==> src/cpu_pkg.sv <==
// ##########################################################
// single-cycle cpu shared definitions
// ##########################################################

package cpu_pkg;

  // widths that carry a meaning
  typedef logic [31:0] word_t;
  typedef logic [9:0]  addr_t;     // imem/dmem word address and pc
  typedef logic [4:0]  reg_idx_t;
  typedef logic [5:0]  opcode_t;
  typedef logic [5:0]  func_t;
  typedef logic [4:0]  alu_op_t;

  localparam int    MEM_DEPTH = 1024;
  localparam int    NUM_REGS  = 32;
  localparam addr_t HALT_PC   = 10'd100;  // pc parks here, done goes high

  // opcodes
  localparam opcode_t OP_RTYPE = 6'd0;
  localparam opcode_t OP_ADDI  = 6'd1;
  localparam opcode_t OP_ANDI  = 6'd2;
  localparam opcode_t OP_ORI   = 6'd3;
  localparam opcode_t OP_XORI  = 6'd4;
  localparam opcode_t OP_ADDIU = 6'd5;
  localparam opcode_t OP_LW    = 6'd7;
  localparam opcode_t OP_SW    = 6'd8;
  localparam opcode_t OP_SLTI  = 6'd9;
  localparam opcode_t OP_SEQI  = 6'd10;
  localparam opcode_t OP_LUI   = 6'd11;
  localparam opcode_t OP_BEQ   = 6'd16;
  localparam opcode_t OP_BNE   = 6'd17;
  localparam opcode_t OP_BGT   = 6'd18;
  localparam opcode_t OP_BGE   = 6'd19;
  localparam opcode_t OP_BLT   = 6'd20;
  localparam opcode_t OP_BLE   = 6'd21;
  localparam opcode_t OP_J     = 6'd24;
  localparam opcode_t OP_J2    = 6'd25;

  // r-type function field
  localparam func_t FN_ADD  = 6'd0;
  localparam func_t FN_SUB  = 6'd1;
  localparam func_t FN_AND  = 6'd2;
  localparam func_t FN_OR   = 6'd3;
  localparam func_t FN_NOT  = 6'd4;
  localparam func_t FN_XOR  = 6'd5;
  localparam func_t FN_ADDU = 6'd6;
  localparam func_t FN_SUBU = 6'd7;
  localparam func_t FN_SLT  = 6'd8;
  localparam func_t FN_SLL  = 6'd9;
  localparam func_t FN_SRL  = 6'd10;

  // alu operations
  localparam alu_op_t ALU_ADD = 5'd0;
  localparam alu_op_t ALU_SUB = 5'd1;
  localparam alu_op_t ALU_AND = 5'd2;
  localparam alu_op_t ALU_XOR = 5'd3;
  localparam alu_op_t ALU_OR  = 5'd4;
  localparam alu_op_t ALU_NOT = 5'd5;
  localparam alu_op_t ALU_SLL = 5'd6;
  localparam alu_op_t ALU_SRL = 5'd7;
  localparam alu_op_t ALU_SNE = 5'd8;
  localparam alu_op_t ALU_SEQ = 5'd9;
  localparam alu_op_t ALU_SLT = 5'd10;
  localparam alu_op_t ALU_SLE = 5'd11;
  localparam alu_op_t ALU_SGT = 5'd12;
  localparam alu_op_t ALU_SGE = 5'd13;
  localparam alu_op_t ALU_LUI = 5'd14;
  localparam alu_op_t ALU_BAD = 5'd31;

  // imm and jump target overlay the low bits
  typedef struct packed {
    opcode_t  opcode;
    reg_idx_t rd;
    reg_idx_t rt;
    reg_idx_t rs;
    reg_idx_t shamt;
    func_t    func;
  } instr_t;

  typedef struct packed {
    logic    reg_write;
    logic    mem_write;
    logic    mem_to_reg;
    logic    use_imm;
    logic    branch;
    logic    jump;
    logic    store_src;  // second read port takes rd
    alu_op_t alu_op;
  } ctrl_t;

  typedef struct packed {
    logic  to_imem;
    addr_t addr;
    word_t data;
  } load_req_t;

  typedef struct packed {
    word_t r1;
    word_t r2;
    word_t r3;
    word_t r4;
    word_t r5;
  } watch_regs_t;

endpackage

==> src/cpu_pc.sv <==
// ##########################################################
// program counter
// ##########################################################
`timescale 1ns/10ps

module cpu_pc import cpu_pkg::*; (
  input  logic  clk,
  input  logic  rst,
  input  logic  jump,
  input  addr_t target,
  input  logic  branch_taken,
  input  word_t offset,        // sign-extended imm
  output addr_t pc
);

  always_ff @(posedge clk) begin
    if (rst) begin
      pc <= '0;
    end else if (jump) begin
      pc <= target;
    end else if (branch_taken) begin
      pc <= pc + 10'd1 + offset[9:0];  // relative to the next instr
    end else if (pc != HALT_PC) begin
      pc <= pc + 10'd1;
    end
    // parked at HALT_PC otherwise
  end

endmodule

==> config.mk <==
export PLATFORM = sky130hd
export DESIGN_NAME = cpu_pc
export DESIGN_NICKNAME = d
export VERILOG_FILES = /design/src/cpu_pkg.sv /design/src/cpu_pc.sv
export SDC_FILE = /design/constraint.sdc
export NUM_CORES = 1
export LEC_CHECK = 0
export BUFFER_PORTS_ARGS = -buffer_cell sky130_fd_sc_hd__buf_2
export CELL_PAD_IN_SITES_DETAIL_PLACEMENT = 1
export CELL_PAD_IN_SITES_GLOBAL_PLACEMENT = 2
export CORE_MARGIN = 5
export CORE_UTILIZATION = 24
export CTS_CLUSTER_DIAMETER = 40
export DETAILED_ROUTE_END_ITERATION = 8
export GPL_ROUTABILITY_DRIVEN = 0
export GPL_TIMING_DRIVEN = 1
export PLACE_DENSITY_LB_ADDON = 0.25
export SLEW_MARGIN = 40
export SYNTH_ARGS = -nofsm -noshare
export SYNTH_HDL_FRONTEND = slang
export SYNTH_SLANG_ARGS = --single-unit
==> constraint.sdc <==
create_clock -name clk -period 3.2 [get_ports clk]
set_input_delay 0.16 -clock clk [delete_from_list [all_inputs] [get_ports clk]]
set_output_delay 0.16 -clock clk [all_outputs]
set_load 0.02 [all_outputs]
==> out/metrics.csv, run 1 <==
stage,metric,value,unit
outcome,status,"finished, final reports clean",
synthesis,syn-cell-area,1100,um^2
grt,grt_pass1_wl,5980,um
cts,cts_resized,1,
final_layout,final_cell_mix,"33 x buf_2, 13 x nor2_1, 11 x nand2_1, 11 x ha_1, 10 x a21oi_1",
final_layout,top_register,pc,
synthesis,synth.distinct_cells,40,
timing,rsz0062_at_grt,false,
critical_path,cp_max_fo,6,
timing,tightest_slew,0.440,ns
drt,vias,1136,
synthesis,netlist.area_leader.share,0.182,
final_layout,largest_register_ffs,10,
timing,setup_viol,0,
synthesis,yosysWarningCount,0,
synthesis,yosysTopAreaCell,dfxtp_1,
timing,fin_worst_skew,0.00878,ns
grt,grt_start_max_net_pins,18,
cts,cts_setup_buffers,0,
drt,dr.pass1.iters,4,
pwr,seqPwrFrac,0.275,
final_layout,fin_nets,232,
placed_design,dp_hpwl,2980,um
drt,wl,3540,um
synthesis,synthCells,137,
final_layout,area_delta_synth_final,27.6,%
min_path,hp-class,in2reg,
critical_path,crit_family,simple AND/OR/NAND/NOR gates,
cts,hold_buffers,0,
timing,finalCriticalPeriod,2.99,ns
pwr,internal_power,350,uW
floorplanning,ioPinCount,56,
cts,clock_latency,0.24,ns
cts,numCtsBuffers,3,
drt,drt_iter0_markers,42,
grt,grt_pass1_vias,1228,
cts,cts_tree,built,
drt,drc,0,
timing,slew_viol_final,0,
drt,wl_per_cell,15.7,um
final_layout,reg_top3,pc: 10 flops,
final_layout,antenna_cells,0,
pwr,pwr-share-comb,0.431,
synthesis,ys_ff_latch,10,
final_layout,drive_gt1_frac,0.295,
floorplanning,dieArea,6030,um^2
floorplanning,rows,24,
pwr,p_clk_frac,0.294,
grt,grt_use_total,0.120,
timing,fmax,0.334,GHz
pwr,netSwitchingPower,199,uW
critical_path,crit_type,reg2reg,
grt,antenna_found_initial,0,
floorplanning,initial_core_util,0.251,
pwr,vdd_drop_max,0.126,mV
flow_run,max_cap_violations,0,
final_layout,fin_util,0.320,
critical_path,cp.required,3.32,ns
placed_design,io_buffers,33,
drt,ant_nets,0,
cts,clk_pin_slew,0.05,ns
final_layout,mostFrequentLayoutCell,buf_2,
synthesis,avgSynthCellArea,8.02,um^2
floorplanning,core_area,4380,um^2
floorplanning,die_x,77.7,um
cts,htreeDepth,1,
timing,hold_viol_final,0,
synthesis,syn_nets,195,
timing,period_share,0.935,
timing,max_slew_margin,0.706,
synthesis,ys_seq_area_frac,0.182,
grt,grt_overflow,0,
pwr,p_sw_frac,0.363,
cts,root_buffer,clkbuf_8,
drt,vias_per_cell,5.05,
cts,cts_sinks,10,
critical_path,cp-end-kind,flip-flop,
timing,setup-tns-final,0,ns
critical_path,critPathBufInv,1,
critical_path,crit_path_start_kind,flip-flop,
pwr,power_density,392,nW/um^2
critical_path,slowest_delay,0.47,ns
cts,clockBufferDepth,2,
critical_path,crit_arrival,3.12,ns
floorplanning,die_y,77.7,um
synthesis,synth.area.top_cells,"dfxtp_1 18%, ha_1 13%, xor2_1 6.4%",
critical_path,slowest_stage,a2111o_1,
critical_path,crit_chain,ha_1 -> nand3_1 -> nor3_1 -> xnor2_1 -> ha_1 -> a2111o_1 -> and3_1 -> nor4b_2 -> buf_4 -> xnor2_1 -> o22ai_1,
pwr,p_leak,0.000673,uW
[cells by family (layout without fill, tap and decap cells)]
family | count (synthesis) | after routing | synth area share
AND/OR/NAND/NOR | 46 | 46 | 0.228
flip-flops | 10 | 10 | 0.182
XOR/XNOR | 15 | 15 | 0.120
AO/OA/AOI/OAI | 38 | 38 | 0.247
adder cells (fa/ha/maj) | 12 | 12 | 0.144
multiplexers | 3 | 3 | 0.0273
buffers and inverters | 13 | 49 | 0.0524
[area by class of cell]
type | instances | area (um^2)
Clock buffer | 4 | 55.1
Tap cell | 52 | 65.1
Multi-Input combinational cell | 114 | 855
Inverter | 8 | 30.0
Fill cell | 554 | 2980
Timing Repair Buffer | 37 | 195
Sequential cell | 10 | 201
[worst min-delay path: stages]
cell      delay [ns]
buf_2           0.08
a211oi_1        0.06
nor2_1          0.07
[per-layer routing]
layer,GRT usage,part of all wire
met5,0,0
met4,0.0309,0.011
met3,0.0185,0.041
met2,0.210,0.50
met1,0.152,0.45
[final timing paths]
kind,startpoint,end,slack [ns],cells after the start
worst max-delay path,pc[0]$_SDFFE_PP0P_,pc[9]$_SDFFE_PP0P_,0.21,11
worst min-delay path,target[2],pc[2]$_SDFFE_PP0P_,0.16,3
worst max register to register,pc[0]$_SDFFE_PP0P_,pc[9]$_SDFFE_PP0P_,0.21,11
worst min register to register,pc[0]$_SDFFE_PP0P_,pc[0]$_SDFFE_PP0P_,0.61,2
[cell usage after synthesis (all sizes together)]
library cell / count
nand3b: 1
o31ai: 1
a21oi: 10
fa: 1
nand3: 6
xor2: 8
a211o: 2
a2111oi: 2
ha: 11
or4b: 1
a31oi: 1
nor4b: 1
o211ai: 2
and2: 1
or3: 1
a311oi: 1
dfxtp: 10
nor3: 5
buf: 2
and3: 2
nor2: 14
nand2: 11
xnor2: 7
a221oi: 1
clkbuf: 3
inv: 8
mux2i: 3
a211oi: 7
nand2b: 1
or2: 1
a21o: 3
a2111o: 1
o21ai: 4
a21boi: 1
nor4: 1
o22ai: 2
[power groups by stage]
stage,sequential (uW),combinational [uW],clock [uW]
after global routing,153,269,171
after CTS,150,240,166
after global placement,152,230,0
final,151,237,162
after floorplan,167,148,0
after detailed placement,152,238,0
[per-stage QoR]
stage	setup WS [ns]	instances	total power [uW]	cell area [um^2]	hold WS [ns]
2_1_floorplan	0.381	137	315	1100	0.309
3_3_place_gp	0.106	221	382	1330	0.420
3_5_place_dp	-0.0627	221	390	1330	0.413
4_1_cts	0.0871	225	557	1390	0.162
5_1_grt	0.00305	225	592	1400	0.190
6_report	0.208	225	549	1400	0.160
(Power assumes the default switching activity.)
==> run 2: changes to the inputs <==
--- a/config.mk
+++ b/config.mk
@@ -5,11 +5,12 @@
 export SDC_FILE = /design/constraint.sdc
 export NUM_CORES = 1
 export LEC_CHECK = 0
+export ABC_AREA = 1
 export BUFFER_PORTS_ARGS = -buffer_cell sky130_fd_sc_hd__buf_2
 export CELL_PAD_IN_SITES_DETAIL_PLACEMENT = 1
 export CELL_PAD_IN_SITES_GLOBAL_PLACEMENT = 2
 export CORE_MARGIN = 5
-export CORE_UTILIZATION = 24
+export CORE_UTILIZATION = 22
 export CTS_CLUSTER_DIAMETER = 40
 export DETAILED_ROUTE_END_ITERATION = 8
 export GPL_ROUTABILITY_DRIVEN = 0
==> out/metrics.csv, run 2 <==
stage,metric,value,unit
outcome,status,"finished, final reports clean",
placed_design,dp_hpwl,3170,um
floorplanning,dieArea,6930,um^2
final_layout,area_delta_synth_final,24.6,%
grt,grt_overflow,0,
pwr,vdd_drop_max,0.152,mV
drt,drt_iter0_markers,34,
synthesis,yosysWarningCount,0,
synthesis,synth.distinct_cells,30,
final_layout,ff_latch_area,200,um^2
drt,vias,1261,
placed_design,placed_cell_area,1420,um^2
min_path,hold_end,pc[5]$_SDFFE_PP0P_,
timing,fin_worst_skew,0.00382,ns
synthesis,synth_edf_count,0,
cts,numCtsBuffers,3,
final_layout,drive_gt1_frac,0.250,
critical_path,cp_max_fo,7,
critical_path,crit_type,reg2reg,
synthesis,synth.area.top_cells,"dfxtp_1 17%, nand2_1 15%, ha_1 12%",
critical_path,rr_worst_depth,16,
timing,setup-tns-final,0,ns
floorplanning,rows,26,
drt,wl_per_cell,12.6,um
floorplanning,initial_core_util,0.228,
cts,htreeDepth,1,
drt,ant_nets,0,
synthesis,synthCells,190,
pwr,power_density,365,nW/um^2
final_layout,mostFrequentLayoutCell,nand2_1,
min_path,hold_depth,2,
timing,finalCriticalPeriod,2.59,ns
floorplanning,core_area,5170,um^2
critical_path,crit_path_start_kind,flip-flop,
cts,cts_setup_buffers,0,
synthesis,ys_async_sr_fraction,0,
synthesis,ys_ff_latch,10,
timing,slew_viol_final,0,
cts,clk_pin_slew,0.05,ns
synthesis,syn-cell-area,1180,um^2
critical_path,reg2reg_slack,0.61,ns
synthesis,syn_nets,248,
min_path,holdCritStartpoint,rst,
synthesis,netlist.area_leader.share,0.170,
cts,cts_tree,built,
min_path,hp-class,in2reg,
grt,grt_pass1_wl,6430,um
timing,rsz0062_at_grt,false,
drt,wl,3710,um
final_layout,fin_nets,283,
final_layout,final_cell_mix,"46 x nand2_1, 33 x buf_2, 27 x inv_1",
cts,clockBufferDepth,2,
critical_path,crit_arrival,2.73,ns
critical_path,worstReg2RegStart,pc[1]$_SDFFE_PP0P_,
final_layout,antenna_cells,0,
final_layout,largest_register_ffs,10,
final_layout,reg_top3,pc: 10 flops,
flow_run,max_cap_violations,0,
critical_path,cp-end-kind,flip-flop,
cts,hold_buffers,0,
cts,root_buffer,clkbuf_8,
final_layout,top_register,pc,
floorplanning,ioPinCount,56,
drt,drc,0,
final_layout,num-fill-cells,692,
cts,clock_latency,0.24,ns
floorplanning,die_y,83.2,um
timing,setup_viol,0,
cts,cts_resized,0,
grt,grt_use_total,0.113,
placed_design,io_buffers,33,
timing,hold_viol_final,0,
synthesis,avgSynthCellArea,6.21,um^2
drt,dr.pass1.iters,4,
timing,fmax,0.386,GHz
synthesis,ys_seq_area_frac,0.170,
grt,grt_pass1_vias,1386,
final_layout,final_area,1470,um^2
floorplanning,die_x,83.2,um
timing,tightest_slew,0.278,ns
synthesis,yosys-top-cells-count,"46 x nand2_1, 27 x inv_1, 17 x nand3_1, 13 x nor2_1",
drt,vias_per_cell,4.29,
synthesis,synthFlopType,dfxtp_1,
pwr,p_leak,0.000795,uW
synthesis,yosysTopAreaCell,dfxtp_1,
critical_path,cp.required,3.34,ns
synthesis,synth_most_common_cell,nand2_1,
grt,antenna_found_initial,0,
final_layout,multiInputGateArea,835,um^2
cts,cts_sinks,10,
critical_path,worstReg2RegEnd,pc[9]$_SDFFE_PP0P_,
grt,grt_start_max_net_pins,16,
timing,max_slew_margin,0.814,
timing,period_share,0.809,
-- run 2: layout make-up --
cell class | count | area share
sequential | 10 | 0.136
tap | 70 | 0.0596
inverter | 34 | 0.0868
timing repair buffer | 33 | 0.112
multi-input combinational | 143 | 0.568
clock buffer | 4 | 0.0374
-- run 2: metal layers --
layer	part of all wire	vias to the layer above	track usage
met2	0.46	28	0.187
li1	-	676	-
met1	0.49	552	0.146
met3	0.041	5	0.0257
met4	0.013	0	0.0357
met5	0	-	0
-- run 2: how the worst max path moves through the flow --
| stage | start | endpoint | slack (ns) | cells after the start |
|---|---|---|---|---|
| final | pc[1]$_SDFFE_PP0P_ | pc[9]$_SDFFE_PP0P_ | 0.61 | 16 |
| after global routing | pc[1]$_SDFFE_PP0P_ | pc[9]$_SDFFE_PP0P_ | 0.26 | 16 |
| after CTS | pc[1]$_SDFFE_PP0P_ | pc[9]$_SDFFE_PP0P_ | 0.54 | 16 |
| after detailed placement | pc[1]$_SDFFE_PP0P_ | pc[9]$_SDFFE_PP0P_ | 0.56 | 16 |
| after global placement | pc[1]$_SDFFE_PP0P_ | pc[9]$_SDFFE_PP0P_ | 0.59 | 16 |
| after floorplan | pc[1]$_SDFFE_PP0P_ | pc[9]$_SDFFE_PP0P_ | 0.89 | 17 |
-- run 2: metrics by stage --
step	utilization	worst slack, ns	power (uW)	instances	hold slack (ns)
after floorplan	-	0.890	313	190	0.229
after global placement	0.274	0.588	380	290	0.396
after detailed placement	0.274	0.564	382	290	0.396
after CTS	0.284	0.540	549	294	0.136
after global routing	0.284	0.262	588	294	0.136
final	0.284	0.611	536	294	0.142
-- run 2: cells by family after synthesis --
| family | count (synthesis) | share of synthesized area |
|---|---|---|
| AOI/OAI and AO/OA | 30 | 0.144 |
| xor gates and xnor gates | 8 | 0.0594 |
| adders and majority gates | 12 | 0.134 |
| buffers and inverters | 37 | 0.123 |
| DFF | 10 | 0.170 |
| and+or+nand+nor | 93 | 0.370 |
-- run 2: critical path, stage by stage, from the launching register on --
cell and delay (ns):
dfxtp_1 0.39, ha_1 0.20, nand2_2 0.10, nor2_2 0.14, nand2_1 0.07, xor2_1 0.19, inv_1 0.09, ha_1 0.40
nand2_1 0.08, nor2_1 0.16, nand3_1 0.16, nand4_1 0.16, nand3_1 0.09, nand2_1 0.06, nand3_1 0.07, nand2_1 0.08
inv_1 0.04
-- run 2: report_power, final --
| group | leakage [uW] | internal, uW | switching, uW |
|---|---|---|---|
| clock network | 0.0000288 | 108 | 53.4 |
| registers | 0.0000833 | 136 | 11.7 |
| logic | 0.000682 | 86.9 | 139 |
| total | 0.000795 | 332 | 204 |
==> run 3: changes to the inputs <==
--- a/config.mk
+++ b/config.mk
@@ -10,7 +10,7 @@
 export CELL_PAD_IN_SITES_DETAIL_PLACEMENT = 1
 export CELL_PAD_IN_SITES_GLOBAL_PLACEMENT = 2
 export CORE_MARGIN = 5
-export CORE_UTILIZATION = 22
+export CORE_UTILIZATION = 20
 export CTS_CLUSTER_DIAMETER = 40
 export DETAILED_ROUTE_END_ITERATION = 8
 export GPL_ROUTABILITY_DRIVEN = 0
==> constraint.sdc (replaced) <==
create_clock -name clk -period 2.35 [get_ports clk]
set_input_delay 0.1175 -clock clk [delete_from_list [all_inputs] [get_ports clk]]
set_output_delay 0.1175 -clock clk [all_outputs]
set_load 0.02 [all_outputs]
==> out/metrics.csv, run 3 (synthesized netlist as in run 2, its figures left out) <==
stage,metric,value,unit
pwr,vdd_drop_max,0.191,mV
floorplanning,die_y,86.8,um
timing,hold_viol_final,0,
final_layout,mostFrequentLayoutCell,nand2_1,
drt,drc,0,
grt,grt_use_total,0.108,
final_layout,final_cell_mix,"39 x nand2_1, 33 x buf_2, 26 x inv_1",
cts,clockBufferDepth,2,
critical_path,worstReg2RegStart,pc[1]$_SDFFE_PP0P_,
floorplanning,core_area,5820,um^2
cts,numCtsBuffers,3,
critical_path,crit_type,reg2reg,
cts,cts_sinks,10,
final_layout,fin_nets,297,
floorplanning,initial_core_util,0.203,
placed_design,placed_cell_area,1510,um^2
drt,wl,4080,um
critical_path,rr_worst_depth,16,
grt,grt_start_max_net_pins,16,
cts,clock_latency,0.23,ns
final_layout,antenna_cells,0,
grt,grt_pass1_vias,1383,
timing,fmax,0.453,GHz
timing,finalCriticalPeriod,2.21,ns
critical_path,crit_arrival,2.34,ns
critical_path,cp-end-kind,flip-flop,
timing,slew_viol_final,0,
final_layout,area_delta_synth_final,50.7,%
drt,vias,1356,
final_layout,drive_gt1_frac,0.405,
grt,grt_pass1_wl,6350,um
drt,drt_iter0_markers,57,
timing,period_share,0.938,
final_layout,largest_register_ffs,10,
drt,vias_per_cell,4.35,
drt,met1_length,1950,um
floorplanning,die_x,86.8,um
timing,max_slew_margin,0.815,
critical_path,crit_start,pc[1]$_SDFFE_PP0P_,
critical_path,crit_path_start_kind,flip-flop,
pwr,power_density,439,nW/um^2
grt,grt_overflow,0,
min_path,hp-class,in2reg,
outcome,status,"finished, final reports clean",
flow_run,max_cap_violations,0,
critical_path,cp.required,2.48,ns
critical_path,worstReg2RegEnd,pc[9]$_SDFFE_PP0P_,
final_layout,top_register,pc,
cts,htreeDepth,1,
final_layout,final_area,1780,um^2
final_layout,num-fill-cells,767,
floorplanning,dieArea,7540,um^2
grt,antenna_found_initial,0,
floorplanning,rows,28,
critical_path,reg2reg_slack,0.14,ns
drt,top_layer,met4,
pwr,total_power,780,uW
cts,cts_tree,built,
floorplanning,ioPinCount,56,
placed_design,dp_hpwl,3360,um
placed_design,placed_cells,307,
drt,wl_per_cell,13.1,um
placed_design,io_buffers,33,
timing,fin_worst_skew,0.00113,ns
drt,wl_met3,148,um
cts,root_buffer,clkbuf_8,
timing,tightest_slew,0.277,ns
critical_path,cp_max_fo,4,
final_layout,fin_cells,312,
pwr,p_leak,0.000869,uW
drt,route.met2.wl,1970,um
drt,ant_nets,0,
final_layout,reg_top3,pc: 10 flops,
timing,setup_viol,0,
drt,dr.pass1.iters,4,
critical_path,cp-endpoint,pc[9]$_SDFFE_PP0P_,
cts,clk_pin_slew,0.05,ns
run 3: cell types whose count changed in the layout (fill, tap and decap cells not counted), sizes merged:
cell    delta
buf       +14
clkbuf     -1
run 3: area by class of cell:
type,count,area [um^2],area share
sequential,10,206,0.116
inverter,34,128,0.0718
tap,75,93.8,0.0528
clock buffer,3,41.3,0.0232
timing repair buffer,47,274,0.154
multi-input combinational,143,1030,0.582
run 3: power breakdown:
| part | internal [uW] | switching, uW |
|---|---|---|
| clock | 112 | 64.8 |
| combinational | 174 | 227 |
| sequential | 187 | 14.8 |
| total | 473 | 307 |
run 3: metrics by stage:
step	utilization	setup TNS [ns]	setup slack [ns]	hold WS, ns
floorplan	-	0	0.0397	0.187
global placement	0.260	0	0.00408	0.355
detailed placement	0.260	-0.0212	-0.0212	0.356
CTS	0.270	0	0.00411	0.107
global route	0.306	-0.0462	-0.0462	0.113
finish	0.306	0	0.145	0.102
run 3: worst min path at each step:
stage               from                  to  slack, ns  cells after the start
finish               rst  pc[2]$_SDFFE_PP0P_       0.10                      2
global route         rst  pc[2]$_SDFFE_PP0P_       0.11                      2
CTS                  rst  pc[5]$_SDFFE_PP0P_       0.11                      2
detailed placement   rst  pc[5]$_SDFFE_PP0P_       0.36                      2
global placement     rst  pc[5]$_SDFFE_PP0P_       0.36                      2
floorplan            rst  pc[5]$_SDFFE_PP0P_       0.19                      1
run 3: timing repair:
action	CTS	global route
pin swaps	1	13
resized for setup	3	35
buffers inserted	0	2
setup endpoints to repair	1	4
hold endpoints to repair	0	0
hold buffers	0	0
run 3: per-layer routing:
layer,global-route usage,vias to the layer above
met1,0.148,628
met4,0.0127,0
met3,0.0228,2
met2,0.178,25
li1,-,701
met5,0,-
run 3: worst max-delay path, stage by stage (launching register included):
cell and delay, ns:
dfxtp_4 0.36, ha_4 0.13, nand2_2 0.08, nor2_4 0.13, nand3_4 0.10, xor2_4 0.21
ha_4 0.27, nand2_4 0.09, inv_1 0.06, a21oi_2 0.15, nand3_1 0.09, nand2_1 0.10
nand3_1 0.07, nand2_1 0.07, nand3_1 0.06, nand2_1 0.09, inv_1 0.04
